===== src/irq_pkg.sv =====
/*
  Shared constants and types of the machine-mode interrupt unit.
  Only lines 3, 7, 11 and 16-31 are legal; the rest are reserved.
  Register offsets are 5-bit byte addresses on a 32-bit AXI4-Lite bus.
*/
package irq_pkg;

  // --------------------
  // Interrupt constants
  localparam int unsigned NUM_IRQ         = 32;
  localparam logic [31:0] VALID_IRQ_MASK  = 32'hffff_0888;
  localparam logic [31:0] WFI_INSTR       = 32'h1050_0073;
  localparam int unsigned WFI_SLEEP_DELAY = 6;
  localparam int unsigned WFI_CNT_W       = $clog2(WFI_SLEEP_DELAY + 1);

  // MSTATUS bit positions
  localparam int unsigned MSTATUS_MIE_BIT  = 3;
  localparam int unsigned MSTATUS_MPIE_BIT = 7;

  // --------------------
  // Plain vector types
  typedef logic [NUM_IRQ-1:0]   irq_vec_t;
  typedef logic [4:0]           irq_id_t;
  typedef logic [31:0]          xlen_t;
  typedef logic [4:0]           axil_addr_t;
  typedef logic [3:0]           axil_strb_t;
  typedef logic [1:0]           axil_resp_t;
  typedef logic [29:0]          mtvec_base_t;
  typedef logic [WFI_CNT_W-1:0] wfi_cnt_t;

  // Register map
  localparam axil_addr_t ADDR_MSTATUS = 5'h00;
  localparam axil_addr_t ADDR_MIE     = 5'h04;
  localparam axil_addr_t ADDR_MIP     = 5'h08;
  localparam axil_addr_t ADDR_MCAUSE  = 5'h0C;
  localparam axil_addr_t ADDR_MTVEC   = 5'h10;

  // AXI responses
  localparam axil_resp_t RESP_OKAY   = 2'b00;
  localparam axil_resp_t RESP_SLVERR = 2'b10;

  // --------------------
  // Bus and datapath structs
  typedef struct packed {
    logic       aw_valid;
    axil_addr_t aw_addr;
    logic       w_valid;
    xlen_t      w_data;
    axil_strb_t w_strb;
    logic       b_ready;
    logic       ar_valid;
    axil_addr_t ar_addr;
    logic       r_ready;
  } axil_req_t;

  typedef struct packed {
    logic       aw_ready;
    logic       w_ready;
    logic       b_valid;
    axil_resp_t b_resp;
    logic       ar_ready;
    logic       r_valid;
    xlen_t      r_data;
    axil_resp_t r_resp;
  } axil_rsp_t;

  typedef struct packed {
    irq_vec_t    mie;
    logic        mstatus_mie;
    mtvec_base_t mtvec_base;
    logic        mtvec_vectored;
  } irq_cfg_t;

  typedef struct packed {
    logic    take;
    irq_id_t id;
    xlen_t   pc;
  } irq_trap_t;

  // Sleep controller states
  typedef enum logic [1:0] {
    WFI_AWAKE,
    WFI_WAIT,
    WFI_ASLEEP
  } wfi_state_e;

endpackage


===== src/irq_csr_regs.sv =====
/*
  AXI4-Lite register block with one outstanding response per channel.
  Unmapped addresses answer SLVERR; MIP and MCAUSE ignore writes.
  A trap take wins over mret and over a same-cycle MSTATUS write.
*/
module irq_csr_regs (
  input  logic               clk_i,
  input  logic               rst_ni,
  input  irq_pkg::axil_req_t axil_req_i,
  output irq_pkg::axil_rsp_t axil_rsp_o,
  input  irq_pkg::irq_vec_t  mip_i,
  input  irq_pkg::irq_trap_t trap_i,
  input  logic               mret_i,
  output irq_pkg::irq_cfg_t  cfg_o
);
  import irq_pkg::*;

  // Architectural state
  logic       mstatus_mie_q;
  logic       mstatus_mpie_q;
  irq_vec_t   mie_q;
  xlen_t      mtvec_q;
  logic       mcause_irq_q;
  irq_id_t    mcause_id_q;

  // Response holding
  logic       b_valid_q;
  axil_resp_t b_resp_q;
  logic       r_valid_q;
  xlen_t      r_data_q;
  axil_resp_t r_resp_q;

  logic       wr_accept;
  logic       rd_accept;
  logic       wr_hit;
  xlen_t      mstatus_rd;
  xlen_t      mcause_rd;
  xlen_t      wr_mstatus;
  xlen_t      wr_mie;
  xlen_t      wr_mtvec;
  xlen_t      rd_data;
  axil_resp_t rd_resp;

  // Byte lanes with strobe set take the new data
  function automatic xlen_t merge_strb(xlen_t old_val, xlen_t new_val, axil_strb_t strb);
    xlen_t res;
    res = old_val;
    for (int b = 0; b < 4; b++) begin
      if (strb[b]) begin
        res[8*b +: 8] = new_val[8*b +: 8];
      end
    end
    return res;
  endfunction

  // --------------------
  // Channel handshakes
  assign wr_accept = axil_req_i.aw_valid & axil_req_i.w_valid & ~b_valid_q;
  assign rd_accept = axil_req_i.ar_valid & ~r_valid_q;

  always_comb begin
    case (axil_req_i.aw_addr)
      ADDR_MSTATUS, ADDR_MIE, ADDR_MIP, ADDR_MCAUSE, ADDR_MTVEC: wr_hit = 1'b1;
      default: wr_hit = 1'b0;
    endcase
  end

  // Read views of the packed registers
  always_comb begin
    mstatus_rd                   = '0;
    mstatus_rd[MSTATUS_MIE_BIT]  = mstatus_mie_q;
    mstatus_rd[MSTATUS_MPIE_BIT] = mstatus_mpie_q;
  end

  assign mcause_rd = {mcause_irq_q, 26'b0, mcause_id_q};

  // Strobed write values
  assign wr_mstatus = merge_strb(mstatus_rd, axil_req_i.w_data, axil_req_i.w_strb);
  assign wr_mie     = merge_strb(mie_q, axil_req_i.w_data, axil_req_i.w_strb);
  assign wr_mtvec   = merge_strb(mtvec_q, axil_req_i.w_data, axil_req_i.w_strb);

  // Read mux, data 0 on error
  always_comb begin
    rd_data = '0;
    rd_resp = RESP_OKAY;
    case (axil_req_i.ar_addr)
      ADDR_MSTATUS: rd_data = mstatus_rd;
      ADDR_MIE:     rd_data = mie_q;
      ADDR_MIP:     rd_data = mip_i;
      ADDR_MCAUSE:  rd_data = mcause_rd;
      ADDR_MTVEC:   rd_data = mtvec_q;
      default:      rd_resp = RESP_SLVERR;
    endcase
  end

  // Valid flags held until the master takes them
  always_ff @(posedge clk_i or negedge rst_ni) begin
    if (!rst_ni) begin
      b_valid_q <= 1'b0;
      r_valid_q <= 1'b0;
    end else begin
      if (wr_accept) begin
        b_valid_q <= 1'b1;
      end else if (axil_req_i.b_ready) begin
        b_valid_q <= 1'b0;
      end
      if (rd_accept) begin
        r_valid_q <= 1'b1;
      end else if (axil_req_i.r_ready) begin
        r_valid_q <= 1'b0;
      end
    end
  end

  // Response payload
  always_ff @(posedge clk_i or negedge rst_ni) begin
    if (!rst_ni) begin
      b_resp_q <= RESP_OKAY;
      r_data_q <= '0;
      r_resp_q <= RESP_OKAY;
    end else begin
      if (wr_accept) begin
        b_resp_q <= wr_hit ? RESP_OKAY : RESP_SLVERR;
      end
      if (rd_accept) begin
        r_data_q <= rd_data;
        r_resp_q <= rd_resp;
      end
    end
  end

  // --------------------
  // CSR updates
  always_ff @(posedge clk_i or negedge rst_ni) begin
    if (!rst_ni) begin
      mstatus_mie_q  <= 1'b0;
      mstatus_mpie_q <= 1'b0;
      mie_q          <= '0;
      mtvec_q        <= '0;
      mcause_irq_q   <= 1'b0;
      mcause_id_q    <= '0;
    end else begin
      // Trap entry saves and clears the global enable
      if (trap_i.take) begin
        mstatus_mpie_q <= mstatus_mie_q;
        mstatus_mie_q  <= 1'b0;
        mcause_irq_q   <= 1'b1;
        mcause_id_q    <= trap_i.id;
      end else if (mret_i) begin
        mstatus_mie_q  <= mstatus_mpie_q;
        mstatus_mpie_q <= 1'b1;
      end else if (wr_accept && axil_req_i.aw_addr == ADDR_MSTATUS) begin
        mstatus_mie_q  <= wr_mstatus[MSTATUS_MIE_BIT];
        mstatus_mpie_q <= wr_mstatus[MSTATUS_MPIE_BIT];
      end
      // Reserved enable bits stay 0
      if (wr_accept && axil_req_i.aw_addr == ADDR_MIE) begin
        mie_q <= wr_mie & VALID_IRQ_MASK;
      end
      // Modes 2 and 3 are rejected, whole register kept
      if (wr_accept && axil_req_i.aw_addr == ADDR_MTVEC && !wr_mtvec[1]) begin
        mtvec_q <= wr_mtvec;
      end
    end
  end

  // --------------------
  // Outputs
  assign axil_rsp_o.aw_ready = wr_accept;
  assign axil_rsp_o.w_ready  = wr_accept;
  assign axil_rsp_o.b_valid  = b_valid_q;
  assign axil_rsp_o.b_resp   = b_resp_q;
  assign axil_rsp_o.ar_ready = rd_accept;
  assign axil_rsp_o.r_valid  = r_valid_q;
  assign axil_rsp_o.r_data   = r_data_q;
  assign axil_rsp_o.r_resp   = r_resp_q;

  assign cfg_o.mie            = mie_q;
  assign cfg_o.mstatus_mie    = mstatus_mie_q;
  assign cfg_o.mtvec_base     = mtvec_q[31:2];
  assign cfg_o.mtvec_vectored = mtvec_q[0];

endmodule


===== src/irq_pending.sv =====
/*
  Pending register, one cycle behind irq_i.
  Reserved lines are masked off before sampling.
*/
module irq_pending (
  input  logic              clk_i,
  input  logic              rst_ni,
  input  irq_pkg::irq_vec_t irq_i,
  input  irq_pkg::irq_cfg_t cfg_i,
  output irq_pkg::irq_vec_t mip_o,
  output irq_pkg::irq_vec_t pend_en_o
);
  import irq_pkg::*;

  irq_vec_t mip_q;

  // --------------------
  // Sample legal lines every cycle
  always_ff @(posedge clk_i or negedge rst_ni) begin
    if (!rst_ni) begin
      mip_q <= '0;
    end else begin
      mip_q <= irq_i & VALID_IRQ_MASK;
    end
  end

  assign mip_o = mip_q;

  // Pending and locally enabled
  // Global enable is applied later, at the trap offer
  assign pend_en_o = mip_q & cfg_i.mie;

endmodule


===== src/irq_arbiter.sv =====
/*
  Fixed-priority arbiter: 31 down to 16, then 11, 3, 7.
  The candidate is registered and tracks the winner every cycle,
  so a stalled offer carries the winner of the cycle before acceptance.
*/
module irq_arbiter (
  input  logic               clk_i,
  input  logic               rst_ni,
  input  irq_pkg::irq_vec_t  pend_en_i,
  input  irq_pkg::irq_cfg_t  cfg_i,
  input  logic               core_ready_i,
  output irq_pkg::irq_trap_t trap_o
);
  import irq_pkg::*;

  logic    win_valid;
  irq_id_t win_id;
  logic    cand_valid_q;
  irq_id_t cand_id_q;
  xlen_t   base_addr;
  xlen_t   vec_offset;

  // --------------------
  // Winner selection
  // Lowest priority is assigned first, later hits override
  always_comb begin
    win_valid = 1'b0;
    win_id    = '0;
    if (pend_en_i[7]) begin
      win_valid = 1'b1;
      win_id    = irq_id_t'(7);
    end
    if (pend_en_i[3]) begin
      win_valid = 1'b1;
      win_id    = irq_id_t'(3);
    end
    if (pend_en_i[11]) begin
      win_valid = 1'b1;
      win_id    = irq_id_t'(11);
    end
    // Platform lines, higher number wins
    for (int i = 16; i < NUM_IRQ; i++) begin
      if (pend_en_i[i]) begin
        win_valid = 1'b1;
        win_id    = irq_id_t'(i);
      end
    end
  end

  // Candidate register
  always_ff @(posedge clk_i or negedge rst_ni) begin
    if (!rst_ni) begin
      cand_valid_q <= 1'b0;
      cand_id_q    <= '0;
    end else begin
      cand_valid_q <= win_valid;
      cand_id_q    <= win_id;
    end
  end

  // --------------------
  // Trap target
  assign base_addr  = {cfg_i.mtvec_base, 2'b00};
  // Vectored mode adds 4 bytes per id
  assign vec_offset = cfg_i.mtvec_vectored ? xlen_t'({cand_id_q, 2'b00}) : '0;

  // Offer, accepted in the same cycle when the core is ready
  // The register block clears MIE on that edge, so take is one cycle
  assign trap_o.take = cand_valid_q & cfg_i.mstatus_mie & core_ready_i;
  assign trap_o.id   = cand_id_q;
  assign trap_o.pc   = base_addr + vec_offset;

endmodule


===== src/irq_wfi_ctrl.sv =====
/*
  WFI sleep controller. A valid, not-killed WFI in decode puts the core
  to sleep WFI_SLEEP_DELAY cycles later. Any pending-enabled line or a
  debug request wakes it, whatever the global interrupt enable.
*/
module irq_wfi_ctrl (
  input  logic              clk_i,
  input  logic              rst_ni,
  input  logic              id_instr_valid_i,
  input  irq_pkg::xlen_t    id_instr_i,
  input  logic              branch_kill_i,
  input  logic              debug_req_i,
  input  irq_pkg::irq_vec_t pend_en_i,
  output logic              core_sleep_o
);
  import irq_pkg::*;

  wfi_state_e state_q;
  wfi_cnt_t   cnt_q;
  logic       wfi_dec;
  logic       wake;

  // --------------------
  // Decode and wake conditions
  assign wfi_dec = id_instr_valid_i & (id_instr_i == WFI_INSTR) & ~branch_kill_i;
  assign wake    = (|pend_en_i) | debug_req_i;

  // --------------------
  // Sleep FSM
  // The decode cycle counts as the first delay cycle
  always_ff @(posedge clk_i or negedge rst_ni) begin
    if (!rst_ni) begin
      state_q <= WFI_AWAKE;
      cnt_q   <= '0;
    end else begin
      case (state_q)
        WFI_AWAKE: begin
          if (wfi_dec && !wake) begin
            state_q <= WFI_WAIT;
            cnt_q   <= wfi_cnt_t'(WFI_SLEEP_DELAY - 1);
          end
        end
        WFI_WAIT: begin
          if (wake) begin
            state_q <= WFI_AWAKE;
          end else if (cnt_q == wfi_cnt_t'(1)) begin
            state_q <= WFI_ASLEEP;
          end else begin
            cnt_q <= cnt_q - wfi_cnt_t'(1);
          end
        end
        WFI_ASLEEP: begin
          // Wake on the next edge
          if (wake) begin
            state_q <= WFI_AWAKE;
          end
        end
        default: state_q <= WFI_AWAKE;
      endcase
    end
  end

  assign core_sleep_o = (state_q == WFI_ASLEEP);

endmodule


===== src/irq_unit_top.sv =====
/*
  Machine-mode interrupt unit top. Single clock, async active-low reset.
  irq_i reaches irq_take_o two cycles later when all enables are set.
*/
module irq_unit_top (
  input  logic               clk_i,
  input  logic               rst_ni,
  input  irq_pkg::irq_vec_t  irq_i,
  input  irq_pkg::axil_req_t axil_req_i,
  output irq_pkg::axil_rsp_t axil_rsp_o,
  input  logic               core_ready_i,
  input  logic               mret_i,
  input  logic               id_instr_valid_i,
  input  irq_pkg::xlen_t     id_instr_i,
  input  logic               branch_kill_i,
  input  logic               debug_req_i,
  output logic               irq_take_o,
  output irq_pkg::irq_id_t   irq_id_o,
  output irq_pkg::xlen_t     irq_pc_o,
  output logic               core_sleep_o
);
  import irq_pkg::*;

  // --------------------
  // Internal nets
  irq_cfg_t  cfg;
  irq_vec_t  mip;
  irq_vec_t  pend_en;
  irq_trap_t trap;

  // Registers and AXI4-Lite slave
  irq_csr_regs u_csr_regs (
    .clk_i      (clk_i),
    .rst_ni     (rst_ni),
    .axil_req_i (axil_req_i),
    .axil_rsp_o (axil_rsp_o),
    .mip_i      (mip),
    .trap_i     (trap),
    .mret_i     (mret_i),
    .cfg_o      (cfg)
  );

  irq_pending u_pending (
    .clk_i     (clk_i),
    .rst_ni    (rst_ni),
    .irq_i     (irq_i),
    .cfg_i     (cfg),
    .mip_o     (mip),
    .pend_en_o (pend_en)
  );

  irq_arbiter u_arbiter (
    .clk_i        (clk_i),
    .rst_ni       (rst_ni),
    .pend_en_i    (pend_en),
    .cfg_i        (cfg),
    .core_ready_i (core_ready_i),
    .trap_o       (trap)
  );

  // Sleep control sees only pending-enabled lines
  irq_wfi_ctrl u_wfi_ctrl (
    .clk_i            (clk_i),
    .rst_ni           (rst_ni),
    .id_instr_valid_i (id_instr_valid_i),
    .id_instr_i       (id_instr_i),
    .branch_kill_i    (branch_kill_i),
    .debug_req_i      (debug_req_i),
    .pend_en_i        (pend_en),
    .core_sleep_o     (core_sleep_o)
  );

  // Trap interface to the core
  assign irq_take_o = trap.take;
  assign irq_id_o   = trap.id;
  assign irq_pc_o   = trap.pc;

endmodule


===== config.mk =====
export PLATFORM = sky130hd
export DESIGN_NAME = irq_unit_top
export DESIGN_NICKNAME = d
export VERILOG_FILES = /design/src/irq_pkg.sv /design/src/irq_csr_regs.sv /design/src/irq_pending.sv /design/src/irq_arbiter.sv /design/src/irq_wfi_ctrl.sv /design/src/irq_unit_top.sv
export SDC_FILE = /design/constraint.sdc
export NUM_CORES = 1
export LEC_CHECK = 0
export ABC_AREA = 1
export BUFFER_PORTS_ARGS = -buffer_cell sky130_fd_sc_hd__buf_2
export CAP_MARGIN = 0
export CELL_PAD_IN_SITES_DETAIL_PLACEMENT = 1
export CELL_PAD_IN_SITES_GLOBAL_PLACEMENT = 2
export CORE_MARGIN = 2
export CORE_UTILIZATION = 32
export CTS_CLUSTER_DIAMETER = 100
export DETAILED_ROUTE_END_ITERATION = 10
export GPL_TIMING_DRIVEN = 0
export PLACE_DENSITY = 0.95
export SLEW_MARGIN = 10
export SYNTH_ARGS = -nofsm -noshare
export SYNTH_HDL_FRONTEND = slang
export SYNTH_HIERARCHICAL = 1
export SYNTH_SLANG_ARGS = --single-unit

===== constraint.sdc =====
create_clock -name clk_i -period 7.3 [get_ports clk_i]
set_clock_uncertainty 0.05 [all_clocks]
set_input_delay 2.19 -clock clk_i [delete_from_list [all_inputs] [get_ports clk_i]]
set_output_delay 2.19 -clock clk_i [all_outputs]
set_load 0.01 [all_outputs]

# Word level (Yosys, flattened, before mapping)

Cells that the tools add are included.

Register bits: 127
Bits of input ports: 122
Output and inout port bits: 80
Word-level logic and storage cells: 147

Add/sub/neg operators: 2
Equal/unequal tests: 17
Muxes and demuxes: 64
Bitwise operators: 12
Reduce and logical (&&, ||, !) cells: 29

Operators by type and width:

| operator                                         | count |
|---|---|
| case mux 32 bit (5 select lines)                 | 1 |
| two-way mux 5 bit                                | 16 |
| adder 32 x 7 -> 32 bit                           | 1 |
| AND 32 bit                                       | 1 |
| == test 32 x 29 -> 1 bit (second input constant) | 1 |
| OR reduction 32 bit                              | 1 |
| two-way mux 1 bit                                | 30 |
| == test 5 x 4 -> 1 bit (second input constant)   | 4 |
| AND reduction 2 bit                              | 9 |
| two-way mux 3 bit                                | 5 |
| two-way mux 2 bit                                | 7 |
| == test 5 x 3 -> 1 bit (second input constant)   | 2 |
| == test 5 bit (second input constant)            | 2 |
| logical NOT 5 bit                                | 2 |
| OR reduction 5 bit                               | 2 |
| two-way mux 8 bit                                | 1 |
| AND 1 bit                                        | 7 |
| two-way mux 7 bit                                | 1 |
| case mux 2 bit (3 select lines)                  | 1 |
| case mux 3 bit (2 select lines)                  | 1 |
| nonzero test 2 bit                               | 3 |
| nonzero test 3 bit                               | 2 |
| logical AND 1 bit                                | 5 |
| two-way mux 4 bit                                | 1 |
| 13 further kinds                                 | 18 |

# Logic depth before layout (Yosys ltp)

Depth after elaboration: 20
Gate-level depth with buffers: 20
Depth with buffers taken out: 20

# Modules after synthesis

Netlist, hierarchy kept.

By module, submodules not included:

| module       | instances | cells each | area each (µm²) | sequential area each (µm²) |
|---|---|---|---|---|
| irq_csr_regs | 1         | 634        | 4,870.9         | 2,377.3 |
| irq_arbiter  | 1         | 206        | 1,288.7         | 150.1 |
| irq_pending  | 1         | 84         | 817.0           | 475.5 |
| irq_wfi_ctrl | 1         | 112        | 624.3           | 125.1 |

# Least setup slack after synthesis

OpenSTA, ideal clock, no wires.

Path type: input to output
From: input port axil_req_i[6] in the netlist's numbering
To: output port axil_rsp_o[35] in the netlist's numbering
Data arrival time: 2.903 ns
Data required time: 5.060 ns
Setup slack: 2.157 ns
Stages on the path: 4
Path buffers: 2
Path through: nand2_1 -> inv_1 -> clkbuf_1 -> buf_4

Word-level cells in the longest chain between the ends: 1

RTL lines:

| item        | line               | text |
|---|---|---|
| from (decl) | irq_unit_top.sv:9  | `input irq_pkg::axil_req_t axil_req_i,` |
| AND 1 bit   | irq_csr_regs.sv:59 | `assign rd_accept = axil_req_i.ar_valid & ~r_valid_q;` |
| to (decl)   | irq_unit_top.sv:10 | `output irq_pkg::axil_rsp_t axil_rsp_o,` |

Every way passes these cells.

# Worst setup path after layout

Ends and elaborated chain as after synthesis.

==> flow_summary.yaml <==
die:
  die_area_mm2: 0.0247
  std_cell_rows: 56
  core_region_area_mm2: 0.0233
  die_width_um: 157
  pin_count: 202
  initial_core_util_pct: 32.3
  die_h_um: 157
sta:
  worst_slew_pin_slew_ns: 0.842
  slew_viol_final: 0
  tns_ns: 0
  holdWs_ns: 0.418
  rsz0062_at_grt: "false"
  finalSetupViolations: 0
  fmax_ghz: 0.174
  hold_viol: 0
  period_needed_ns: 5.76
  maxSlewHeadroom_pct: 43.6
  finalCritPeriodShare_pct: 78.9
place:
  gp_congestion: 0.862
  portBuffers: 181
  dp_hpwl_um: 20400
clock_network:
  hold_buffers: 0
  cts_made_buffers: 17
  clock_path_buffers: 2
  cts.repair.resized: 0
  clk_pin_slew_ns: 0.06
  postCtsSetupBuffers: 0
  h-tree-depth: 4
  cts_root_buf: "clkbuf_16"
  cts.sinks: 125
  clock_latency_ns: 0.43
  cts_tree: "yes"
power_and_ir_drop:
  switchingPower_mw: 0.532
  power_frac_comb_pct: 14.3
  power.leakage_nw: 5.40
  p_per_area_mw_per_mm2: 197
  clock_power_share_pct: 43.7
  intPower_mw: 1.34
  swShare_pct: 28.4
  seqPwrFrac_pct: 42.1
  peakVddDrop_v: 0.000136
global_routing:
  grt_pass1_wl_um: 39900
  grt.total_usage_pct: 21.3
  grt_overflow: 0
  grt_pass1_vias: 7607
  antenna_found_initial: 0
  grt_max_degree: 65
routing:
  viasPerCell: 4.69
  drt_first_pass_iters: 5
  wl_per_cell_um: 16.2
  drc: 0
  vias: 7427
  totalWireLength_um: 25700
  drtIter0Drc: 371
  antenna_left: 0
layout:
  drive_gt1_share_pct: 25.5
  finalCoreUtilization_pct: 40.9
  antennaDiodeCount: 0
  nFillCells: 3061
  layout.nets: 1381
  syn_to_final_growth_pct: 26.7
worst_setup_path:
  r2r-end: "u_csr_regs/mtvec_q[5]"
  crit_path_start_kind: "input port"
  path_delay_family: "buffers and inverters"
  cp.depth: 6
  reg2reg_from: "u_csr_regs/b_valid_q"
  crit_path_max_incr_delay_ns: 0.47
  ff2ff_path_depth: 6
  rrSetupSlack_ns: 5.14
  critPathKind: "input port to output pin"
  path_buf_inv: 5
  cp.required_ns: 5.06
  cp_max_fo: 10
  crit_slowest_cell: "clkbuf_1"
  cp-startpoint: "axil_req_i[6]"
  cpMostUsedCell: "buf_2"
  worstPathArrival_ns: 3.52
  critPathCapture: "axil_rsp_o[35]"
  endpoint_kind: "output pin"
  cp_cell_sequence: "buf_2 -> nand2_1 -> inv_1 -> clkbuf_1 -> buf_4 -> buf_2"
hold_path:
  min-delay-start: "u_wfi_ctrl/cnt_q[2]"
  whs_path_depth: 2
  worstHoldPathType: "register to register"
yosys:
  synth_area_per_cell_um2: 7.33
  syn_inst: 1023
  syn_area_mm2: 0.00750
  yosysWarnings: 6
run:
  drv_cap: 0
status:
  run_status: "finished, final reports clean"
[how the worst min path moves through the flow]
stage / to
global placement: u_wfi_ctrl/cnt_q[2]
detailed placement: u_csr_regs/r_data_q[26]
global route: u_csr_regs/r_data_q[8]
floorplan: u_csr_regs/mcause_irq_q
finish: u_wfi_ctrl/cnt_q[2]
CTS: u_csr_regs/r_data_q[26]
[layer usage]
metal	GRT usage (%)	up-vias	part of all wire, %
met5	0	-	0
met2	36.8	229	49
met3	3.69	29	5.0
met1	27.3	3563	44
met4	6.23	0	1.7
li1	-	3606	-
[state kept, by name, summed over array words and instances (netlist names)]
signal	flops
u_csr_regs/mie_q	19
u_csr_regs/r_valid_q	1
u_csr_regs/mcause_irq_q	1
u_csr_regs/mstatus_mie_q	1
u_csr_regs/b_valid_q	1
u_pending/mip_o	19
u_wfi_ctrl/cnt_q	3
u_arbiter/cand_id_q	5
u_csr_regs/mstatus_mpie_q	1
u_csr_regs/r_data_q	32
u_csr_regs/r_resp_q	1
u_arbiter/cand_valid_q	1
u_wfi_ctrl/state_q	2
u_csr_regs/mtvec_q	32
u_csr_regs/mcause_id_q	5
u_csr_regs/b_resp_q	1
[power groups by stage]
| stage | combinational [mW] | sequential, mW | clock (mW) |
|---|---|---|---|
| detailed placement | 0.267 | 0.798 | 0 |
| floorplan | 0.143 | 0.788 | 0 |
| finish | 0.268 | 0.787 | 0.817 |
| global placement | 0.258 | 0.797 | 0 |
| CTS | 0.270 | 0.788 | 0.830 |
| global route | 0.301 | 0.793 | 0.862 |
[cell type report]
type	instances	area, µm²	share of cell area (%)
plain buffers	101	641	6.74
clock buffers	22	474	4.99
clock inverters	10	90.1	0.947
inverters	99	372	3.91
multi-input cells	725	3460	36.4
flip-flops and latches	125	3130	32.9
well taps	319	399	4.20
repair buffers	182	940	9.88
[worst register-to-register path: stages (launching register included)]
cell,delay (ns)
dfrtp_1,0.37
inv_1,0.07
nand3_1,0.14
nor3_2,0.74
nand2_1,0.45
nand2_1,0.18
nand2_1,0.07
[metrics by stage]
stage | worst slack [ns] | cell area, µm² | power, mW | cells
after global placement | 1.57 | 8910 | 1.05 | 1550
final | 1.54 | 9510 | 1.87 | 1583
after global routing | 1.45 | 9510 | 1.96 | 1583
after floorplan | 2.16 | 7600 | 0.931 | 1050
after detailed placement | 1.56 | 8940 | 1.06 | 1551
after CTS | 1.55 | 9510 | 1.89 | 1583
[cell usage in the layout, fill, tap and decap left out, types with 7 or more instances in the layout]
cell         n
nand2_1    354
buf_2      188
dfrtp_1    125
inv_1       99
nor2_1      72
nand3_1     71
buf_4       67
nand4_1     52
o21ai_0     39
conb_1      30
clkbuf_1    26
xor2_1      24
clkbuf_16   17
nor3_1      15
nor2_2      11
ha_1         7
(Power assumes the default switching activity.)
